==> src/source/revo_pkg.sv <==
`default_nettype none

package revo_pkg;

	// bits per serializer word
	localparam int word_bits = 8;

	// one serializer word, bit 7 leaves first
	typedef logic [word_bits-1:0] word_t;

	// revolution channel on a marker cycle
	localparam word_t marker_word = 8'b1111_1111;

	// revolution channel on every other cycle
	localparam word_t idle_word = 8'b0000_0000;

	// quad-bunch words in one turn
	localparam int default_words_per_revo = 1280;

	// word clock cycles of internal reset after power-up or a reset pulse
	localparam int default_reset_hold = 1024;

endpackage

`default_nettype wire

==> src/source/reset_sequencer.sv <==
`default_nettype none

module reset_sequencer #(
	parameter int reset_hold = revo_pkg::default_reset_hold
) (
	input logic clock50,
	input logic reset,
	output logic run_reset
);

	localparam int hold_bits = $clog2(reset_hold + 1);
	localparam logic [hold_bits-1:0] hold_load = hold_bits'(reset_hold);

	// starts loaded, so configuration gives a full hold as well
	logic [hold_bits-1:0] hold_count = hold_load;

	// reload on every cycle reset is seen, then run down to zero
	always_ff @(posedge clock50) begin
		if (reset) begin
			hold_count <= hold_load;
		end else if (hold_count != '0) begin
			hold_count <= hold_count - 1'b1;
		end
	end

	// held until the count is spent
	assign run_reset = (hold_count != '0);

endmodule

`default_nettype wire

==> src/source/revo_marker_generator.sv <==
`default_nettype none

module revo_marker_generator #(
	parameter int words_per_revo = revo_pkg::default_words_per_revo
) (
	input logic clock50,
	input logic run_reset,
	output logic marker_pulse,
	output revo_pkg::word_t revo_word
);

	import revo_pkg::*;

	localparam int count_bits = $clog2(words_per_revo + 1);
	localparam logic [count_bits-1:0] reload_value = count_bits'(words_per_revo - 1);

	// quad-bunch words left in this turn
	logic [count_bits-1:0] quad_bunch_count;
	logic turn_done;

	assign turn_done = (quad_bunch_count == '0);

	always_ff @(posedge clock50) begin
		if (run_reset) begin
			quad_bunch_count <= reload_value;
		end else if (turn_done) begin
			quad_bunch_count <= reload_value;
		end else begin
			quad_bunch_count <= quad_bunch_count - 1'b1;
		end
	end

	// marker word and pulse land one cycle after the count hits zero
	always_ff @(posedge clock50) begin
		if (run_reset) begin
			marker_pulse <= 1'b0;
			revo_word <= idle_word;
		end else if (turn_done) begin
			marker_pulse <= 1'b1;
			revo_word <= marker_word;
		end else begin
			marker_pulse <= 1'b0;
			revo_word <= idle_word;
		end
	end

endmodule

`default_nettype wire

==> src/source/bunch_clock_pattern.sv <==
`default_nettype none

module bunch_clock_pattern #(
	parameter int clock_half_bits = 1
) (
	input logic clock50,
	input logic run_reset,
	input logic marker_pulse,
	output revo_pkg::word_t clock_word
);

	import revo_pkg::*;

	// one full bunch clock period in serial bits
	localparam int period = 2 * clock_half_bits;
	localparam int phase_bits = $clog2(period);
	localparam logic [phase_bits-1:0] last_phase = phase_bits'(period - 1);

	// bit phase of the first bit of the next word
	logic [phase_bits-1:0] phase_count;
	logic [phase_bits-1:0] phase_now;
	logic [phase_bits-1:0] phase_next;
	word_t pattern;

	// a marker forces phase 0 so the clock realigns every turn
	assign phase_now = marker_pulse ? '0 : phase_count;

	always_comb begin
		logic [phase_bits-1:0] bit_phase;
		bit_phase = phase_now;
		// msb first, high for the first half of the period
		for (int i = word_bits - 1; i >= 0; i--) begin
			pattern[i] = (bit_phase < phase_bits'(clock_half_bits));
			if (bit_phase == last_phase) begin
				bit_phase = '0;
			end else begin
				bit_phase = bit_phase + 1'b1;
			end
		end
		// after a full word this is the phase of the following word
		phase_next = bit_phase;
	end

	always_ff @(posedge clock50) begin
		if (run_reset) begin
			phase_count <= '0;
		end else begin
			phase_count <= phase_next;
		end
	end

	always_ff @(posedge clock50) begin
		if (run_reset) begin
			clock_word <= '0;
		end else begin
			clock_word <= pattern;
		end
	end

endmodule

`default_nettype wire

==> src/source/word_delay_line.sv <==
`default_nettype none

module word_delay_line #(
	parameter type payload_t = revo_pkg::word_t,
	parameter int depth = 0
) (
	input logic clock50,
	input logic run_reset,
	input payload_t data_in,
	output payload_t data_out
);

	generate
		if (depth == 0) begin : gen_pass
			// no alignment needed
			assign data_out = data_in;
		end else begin : gen_shift
			payload_t stages [depth];

			always_ff @(posedge clock50) begin
				if (run_reset) begin
					for (int k = 0; k < depth; k++) begin
						stages[k] <= '0;
					end
				end else begin
					stages[0] <= data_in;
					for (int k = 1; k < depth; k++) begin
						stages[k] <= stages[k-1];
					end
				end
			end

			// oldest stage is the output
			assign data_out = stages[depth-1];
		end
	endgenerate

endmodule

`default_nettype wire

==> src/source/status_display.sv <==
`default_nettype none

module status_display #(
	parameter int stretch_cycles = 5
) (
	input logic clock50,
	input logic run_reset,
	input logic marker_pulse,
	output logic [7:0] leds
);

	localparam int stretch_bits = $clog2(stretch_cycles + 1);

	// the pulse itself covers the first cycle
	localparam logic [stretch_bits-1:0] stretch_load = stretch_bits'(stretch_cycles - 1);

	logic [stretch_bits-1:0] stretch_count;
	logic marker_visible;
	logic revo_seen;

	// retriggers on every marker
	always_ff @(posedge clock50) begin
		if (run_reset) begin
			stretch_count <= '0;
		end else if (marker_pulse) begin
			stretch_count <= stretch_load;
		end else if (stretch_count != '0) begin
			stretch_count <= stretch_count - 1'b1;
		end
	end

	assign marker_visible = marker_pulse | (stretch_count != '0);

	// sticky until the next reset
	always_ff @(posedge clock50) begin
		if (run_reset) begin
			revo_seen <= 1'b0;
		end else if (marker_pulse) begin
			revo_seen <= 1'b1;
		end
	end

	assign leds[7:6] = 2'b00;
	assign leds[5] = run_reset;
	assign leds[4] = marker_visible;
	assign leds[3] = revo_seen | marker_pulse;
	assign leds[2:0] = 3'b000;

endmodule

`default_nettype wire

==> src/source/revo_clock_top.sv <==
`default_nettype none

module revo_clock_top #(
	parameter int words_per_revo = revo_pkg::default_words_per_revo,
	parameter int reset_hold = revo_pkg::default_reset_hold,
	parameter int clock_half_bits = 1,
	parameter int align_delay = 0,
	parameter int stretch_cycles = 5000000
) (
	input logic clock50,
	input logic reset,
	output revo_pkg::word_t clock_word,
	output revo_pkg::word_t revo_word,
	output logic lemo,
	output logic [7:0] leds
);

	import revo_pkg::*;

	logic run_reset;
	logic marker_pulse;
	word_t clock_word_raw;
	word_t revo_word_raw;

	reset_sequencer #(
		.reset_hold(reset_hold)
	) reset_sequencer_inst (
		.clock50(clock50),
		.reset(reset),
		.run_reset(run_reset)
	);

	revo_marker_generator #(
		.words_per_revo(words_per_revo)
	) revo_marker_generator_inst (
		.clock50(clock50),
		.run_reset(run_reset),
		.marker_pulse(marker_pulse),
		.revo_word(revo_word_raw)
	);

	// divided clock, phase locked to the marker
	bunch_clock_pattern #(
		.clock_half_bits(clock_half_bits)
	) bunch_clock_pattern_inst (
		.clock50(clock50),
		.run_reset(run_reset),
		.marker_pulse(marker_pulse),
		.clock_word(clock_word_raw)
	);

	// same depth on all three keeps the outputs lined up
	word_delay_line #(
		.payload_t(word_t),
		.depth(align_delay)
	) clock_delay_inst (
		.clock50(clock50),
		.run_reset(run_reset),
		.data_in(clock_word_raw),
		.data_out(clock_word)
	);

	word_delay_line #(
		.payload_t(word_t),
		.depth(align_delay)
	) revo_delay_inst (
		.clock50(clock50),
		.run_reset(run_reset),
		.data_in(revo_word_raw),
		.data_out(revo_word)
	);

	word_delay_line #(
		.payload_t(logic),
		.depth(align_delay)
	) lemo_delay_inst (
		.clock50(clock50),
		.run_reset(run_reset),
		.data_in(marker_pulse),
		.data_out(lemo)
	);

	// led stretch works on the undelayed pulse
	status_display #(
		.stretch_cycles(stretch_cycles)
	) status_display_inst (
		.clock50(clock50),
		.run_reset(run_reset),
		.marker_pulse(marker_pulse),
		.leds(leds)
	);

endmodule

`default_nettype wire

==> config.mk <==
export PLATFORM = sky130hd
export DESIGN_NAME = revo_clock_top
export DESIGN_NICKNAME = d
export VERILOG_FILES = /design/src/source/revo_pkg.sv /design/src/source/reset_sequencer.sv /design/src/source/revo_marker_generator.sv /design/src/source/bunch_clock_pattern.sv /design/src/source/word_delay_line.sv /design/src/source/status_display.sv /design/src/source/revo_clock_top.sv
export SDC_FILE = /design/constraint.sdc
export NUM_CORES = 1
export LEC_CHECK = 0
export ABC_AREA = 0
export CORE_ASPECT_RATIO = 1.1
export CORE_MARGIN = 2
export CORE_UTILIZATION = 59
export DETAILED_ROUTE_END_ITERATION = 8
export DONT_BUFFER_PORTS = 1
export PLACE_DENSITY = 0.84
export SETUP_SLACK_MARGIN = 0.1
export SLEW_MARGIN = 20
export SYNTH_ARGS = -nofsm -noshare
export SYNTH_HDL_FRONTEND = slang
export SYNTH_SLANG_ARGS = --single-unit
==> constraint.sdc <==
create_clock -name clock50 -period 3.01 [get_ports clock50]
set_input_delay 0 -clock clock50 [delete_from_list [all_inputs] [get_ports clock50]]
set_output_delay 0 -clock clock50 [all_outputs]
set_load 0.005 [all_outputs]
==> metrics.yaml, run 1 <==
core_area_um2: 3960
nFillCells: 328
path_cells: "inv_1 -> ha_1 -> or4b_2 -> nor4_2 -> nor3_1 -> xnor2_1 -> a21oi_1"
gp_congestion: 0.817
rows: 24
post_cts.repair.setup_buffers: 0
syn_area_per_cell_um2: 9.13
synth-async-reset-ratio_pct: 0
fin_tns_setup_ps: 0
synthCells: 266
wl_per_cell_um: 13.5
cts_buffers: 5
slew_violations: 0
drive_above_1_share_pct: 9.92
vias_per_cell: 5.79
worstPathRequired_ps: 3190
place_area_um2: 2310
setup_viol: 0
yosys_warnings: 0
layout.nets: 257
end_kind: "flop"
die_w_um: 65.2
num_vias: 1759
power_frac_comb_pct: 19.8
final_area_um2: 2420
clk_latency_ps: 300
clock_path_buffers: 2
grt_pass1_wl_um: 7040
drv_cap: 0
cts_tree: "built"
cellLeakagePower_nw: 0.937
synth_area_um2: 2430
ctsRootBufferMaster: "clkbuf_8"
htreeDepth: 2
grt_pass1_vias: 1662
r2r_slack_ps: 590
grt_max_degree: 18
initialDrtViolationCount: 94
port_buffers: 0
crit_path_start_kind: "flop"
grt_overflow_total: 0
layout_min_cycle_time_ps: 2420
clock-sinks: 50
synthFlopType: "dfxtp_1"
yosysSeqAreaShare_pct: 41.2
critPathLaunch: "status_display_inst.stretch_count[0]"
antenna_left: 0
drc_errors: 0
crit_arrival_ps: 2600
start_util_pct: 61.2
die_y_um: 71.3
critPathMaxStageDelay_ps: 610
cp_max_fo: 9
outcome: "finished, final reports clean"
slew_headroom_pct: 51.0
hold_violations: 0
area_delta_synth_final_pct: -0.464
reg2reg_to: "status_display_inst.stretch_count[11]"
vdd_ir_drop_max_uv: 509
hpwl_um: 2910
sw_frac_of_total_pct: 28.7
switching_power_mw: 0.424
slowest_stage: "or4b_2"
grtUsageTotal_pct: 19.3
critical_path_class: "reg2reg"
drt_wl_total_um: 4090
die_area_um2: 4640
diodes: 0
skew_ps: 6.47
path_clk_slew_ps: 90
rsz0062_at_grt: "no"
finalCritPeriodShare_pct: 80.5
min_path_type: "reg2reg"
cts_resized: 0
crit_end: "status_display_inst.stretch_count[11]"
power_density_nw_per_um2: 612
synth_enable_flop_cells: 0
power.internal_mw: 1.05
worstReg2RegStart: "status_display_inst.stretch_count[0]"
boundaryPins: 27
ys_types: 48
reg2regPathDepth: 7
worst_pin_slew_ps: 729
fmax_mhz: 413
drtPass1Iterations: 5
seqPwrFrac_pct: 53.4
ys_ff_latch: 50
antenna_found_initial: 0
clock_power_share_pct: 26.8
==> how the worst min path moves through the flow <==
stage / from / to / slack, ps / cells after the start
after floorplan: reset / reset_sequencer_inst.hold_count[8] / 80 / 1
after global placement: reset / reset_sequencer_inst.hold_count[5] / 70 / 1
after detailed placement: reset / reset_sequencer_inst.hold_count[6] / 80 / 1
after CTS: revo_marker_generator_inst.quad_bunch_count[0] / revo_marker_generator_inst.quad_bunch_count[0] / 410 / 1
after global routing: revo_marker_generator_inst.quad_bunch_count[0] / revo_marker_generator_inst.quad_bunch_count[0] / 410 / 1
final: revo_marker_generator_inst.quad_bunch_count[0] / revo_marker_generator_inst.quad_bunch_count[0] / 400 / 1
==> final cells by class <==
class                   instances  area [um^2]  area share, %
inverters                       9         33.8           1.40
multi-input cells             183         1210           50.0
flip-flops and latches         50         1000           41.4
clock buffers                   7         86.3           3.57
clock inverters                 1         5.00          0.207
repair buffers                  2         17.5          0.725
well taps                      52         65.1           2.69
==> registers in the layout (all words and copies together), names as in the netlist <==
name / cells
bunch_clock_pattern_inst.clock_word: 2
revo_marker_generator_inst.revo_word: 1
reset_sequencer_inst.hold_count: 11
revo_marker_generator_inst.quad_bunch_count: 11
status_display_inst.revo_seen: 1
status_display_inst.stretch_count: 23
bunch_clock_pattern_inst.phase_count: 1
==> synthesized netlist by cell type (2+ instances only) <==
master    count  area [um^2]
and2_1        3         18.8
or4_4         2         22.5
buf_4        22          165
or3_1         9         56.3
nand4_1       3         18.8
xor2_1       10         87.6
o31a_1        3         26.3
nor4_1       11         68.8
or2_2         4         25.0
nor4_2        2         25.0
o21a_1        3         22.5
and3_1        2         12.5
buf_2         2         10.0
ha_1          4         50.1
nor3_1       11         55.1
a21oi_1      12         60.1
xnor2_1      20          175
nand2_1      17         63.8
nor2_1       29          109
o21ai_1       2         10.0
nor3b_1       2         15.0
or4_1         4         30.0
clkbuf_1      3         11.3
dfxtp_1      50         1000
o21ai_0       3         15.0
nand3_1       4         20.0
inv_1         8         30.0
==> power by group through the flow <==
| stage | logic, mW | clock network [mW] | registers, mW |
|---|---|---|---|
| after floorplan | 0.268 | 0 | 0.788 |
| after global placement | 0.280 | 0 | 0.800 |
| after detailed placement | 0.292 | 0 | 0.802 |
| after CTS | 0.294 | 0.405 | 0.788 |
| after global routing | 0.333 | 0.434 | 0.798 |
| final | 0.293 | 0.396 | 0.789 |
==> worst max-delay path, delay by kind of cell, from the launching register on <==
family / cells / cell delay [ps]
buffers and inverters: 1 / 130
XOR/XNOR: 1 / 190
flip-flops: 1 / 330
AO/OA/AOI/OAI: 1 / 80
AND/OR/NAND/NOR: 3 / 1350
adder cells (fa/ha/maj): 1 / 230
==> placed cells by master, fill, tap and decap left out, types with 2 or more instances in the layout <==
| master | n |
|---|---|
| dfxtp_1 | 50 |
| nor2_1 | 29 |
| xnor2_1 | 20 |
| nand2_1 | 17 |
| a21oi_1 | 12 |
| nor4_1 | 11 |
| nor3_1 | 11 |
| xor2_1 | 10 |
| or3_1 | 9 |
| inv_1 | 8 |
| clkbuf_8 | 6 |
| conb_1 | 5 |
| or4_1 | 4 |
| or2_2 | 4 |
| nand3_1 | 4 |
| ha_1 | 4 |
| nand4_1 | 3 |
| o21ai_0 | 3 |
| o21a_1 | 3 |
| and2_1 | 3 |
| o31a_1 | 3 |
| nor4_2 | 2 |
| or4_4 | 2 |
| nor3b_1 | 2 |
| o21ai_1 | 2 |
| and3_1 | 2 |
==> cell families after synthesis <==
group                    synth area share, %
flip-flops                              41.2
AO/OA/AOI/OAI                           8.76
AND/OR/NAND/NOR                         26.9
buffers and inverters                   9.64
other                                  0.154
multiplexers                           0.464
adder cells (fa/ha/maj)                 2.06
XOR/XNOR                                10.8
==> per-stage QoR <==
stage	setup WS [ps]	std cells	power [mW]	hold WS (ps)	util (%)
4_1_cts	607	304	1.49	406	61.0
2_1_floorplan	924	270	1.06	79.3	-
3_3_place_gp	696	295	1.08	71.9	58.4
6_report	588	304	1.48	404	61.0
5_1_grt	340	304	1.57	413	61.0
3_5_place_dp	624	295	1.09	76.0	58.4
==> routing by layer <==
layer / vias to the layer above / part of all wire, % / global-route usage, %
met5: - / 0 / 0
met4: 0 / 1.5 / 6.48
met3: 7 / 4.8 / 6.28
met2: 35 / 51 / 34.2
met1: 852 / 43 / 21.9
li1: 865 / - / -
==> repair_timing <==
action / in CTS / in global routing
setup endpoints to repair: 0 / 0
hold buffers: 1 / 0
endpoints found under the hold margin: 11 / 0
Power figures use the tool's default switching activity.
==> run 2: changes to the inputs <==
==> constraint.sdc (replaced) <==
create_clock -name clock50 -period 2.53 [get_ports clock50]
set_input_delay 0 -clock clock50 [delete_from_list [all_inputs] [get_ports clock50]]
set_output_delay 0 -clock clock50 [all_outputs]
set_load 0.005 [all_outputs]
==> metrics.yaml, run 2 (synthesized netlist as in run 1, its figures left out) <==
outcome: "finished, final reports clean"
drtPass1Iterations: 4
clock_path_buffers: 2
grt_pass1_vias: 1707
grt_max_degree: 16
gp_congestion: 0.808
antenna_left: 0
vdd_ir_drop_max_uv: 461
worstPathRequired_ps: 2730
layout_min_cycle_time_ps: 2100
grtUsageTotal_pct: 19.6
die_w_um: 65.2
routed-wl-met3_um: 139
initialDrtViolationCount: 54
hpwl_um: 2970
seqPwrFrac_pct: 53.3
post_cts.repair.setup_buffers: 0
r2r_slack_ps: 430
top_layer_used: "met4"
die_area_um2: 4640
grt_overflow_total: 0
met1_length_um: 1860
start_util_pct: 61.2
power_frac_comb_pct: 20.0
final_common_cell: "dfxtp_1"
path_clk_slew_ps: 90
drt_wl_total_um: 4170
power_density_nw_per_um2: 719
layout_common_cells: "50 x dfxtp_1, 29 x nor2_1, 20 x xnor2_1"
critical_path_class: "reg2reg"
largest_reg_flops: 23
layout.nets: 262
die_y_um: 71.3
ctsRootBufferMaster: "clkbuf_8"
setup_viol: 0
boundaryPins: 27
clock_power_share_pct: 26.7
end_kind: "flop"
drv_cap: 0
skew_ps: 11.5
hold_violations: 0
rows: 24
min_path_type: "reg2reg"
cts_resized: 0
wl_met2_um: 2070
top_regs: "status_display_inst.stretch_count: 23 flops, reset_sequencer_inst.hold_count: 11 flops, revo_marker_generator_inst.quad_bunch_count: 11 flops"
num_vias: 1733
diodes: 0
drc_errors: 0
finalCritPeriodShare_pct: 82.8
cts_buffers: 5
top_register: "status_display_inst.stretch_count"
slew_violations: 0
clock-sinks: 50
clk_latency_ps: 300
cts_tree: "built"
antenna_found_initial: 0
cellLeakagePower_nw: 0.960
crit_arrival_ps: 2290
core_area_um2: 3960
rsz0062_at_grt: "no"
postCtsHoldBufs: 1
vias_per_cell: 5.61
htreeDepth: 2
fin_tns_setup_ps: 0
power.internal_mw: 1.26
grt_pass1_wl_um: 7160
wl_per_cell_um: 13.5
fmax_mhz: 477
cp_max_fo: 6
switching_power_mw: 0.505
crit_path_start_kind: "flop"
nFillCells: 342
area_delta_synth_final_pct: 1.08
post-route-util_pct: 61.9
sw_frac_of_total_pct: 28.6
port_buffers: 0
drive_above_1_share_pct: 11.7
-- run 2: changes by cell type in the layout (fill, tap and decap cells not counted) --
| cell | previous run | this run |
|---|---|---|
| buf_4 | 1 | 6 |
-- run 2: final cells by class --
| class | count | area, um^2 | area share, % |
|---|---|---|---|
| multi-input cells | 183 | 1210 | 49.2 |
| flip-flops and latches | 50 | 1000 | 40.8 |
| repair buffers | 7 | 55.1 | 2.24 |
| clock inverters | 1 | 5.00 | 0.204 |
| inverters | 9 | 33.8 | 1.38 |
| well taps | 52 | 65.1 | 2.65 |
| clock buffers | 7 | 86.3 | 3.52 |
-- run 2: stage by stage --
stage               std cells  total power, mW  hold WS, ps  cell area, um^2  setup WS, ps
global route              309             1.86          417             2450           278
CTS                       309             1.77          404             2450           427
detailed placement        300             1.30         74.0             2350           438
floorplan                 270             1.26         79.3             2440           444
finish                    309             1.76          399             2450           435
global placement          300             1.29         71.4             2350           489
-- run 2: path summary, 6_finish.rpt --
kind	start	endpoint	depth (start not counted)
worst max-delay path	status_display_inst.stretch_count[18]	status_display_inst.stretch_count[3]	5
worst min-delay path	revo_marker_generator_inst.quad_bunch_count[0]	revo_marker_generator_inst.quad_bunch_count[0]	1
worst max register to register	status_display_inst.stretch_count[18]	status_display_inst.stretch_count[3]	5
worst min register to register	revo_marker_generator_inst.quad_bunch_count[0]	revo_marker_generator_inst.quad_bunch_count[0]	1
-- run 2: critical path: stages (launching register included) --
cell     delay [ps]
dfxtp_1         340
or4_4           570
or4_4           560
nor2_4          170
nor4_1           70
o31a_1          290
-- run 2: power groups by stage --
stage | Combinational, mW | Sequential, mW | Clock (mW)
after floorplan | 0.319 | 0.938 | 0
after global placement | 0.336 | 0.951 | 0
after detailed placement | 0.347 | 0.956 | 0
after CTS | 0.352 | 0.938 | 0.480
after global routing | 0.395 | 0.951 | 0.512
final | 0.353 | 0.939 | 0.471
-- run 2: metal layers --
metal,track usage [%],vias up
li1,-,877
met1,22.9,814
met2,34.0,28
met3,5.49,14
met4,7.87,0
met5,0,-
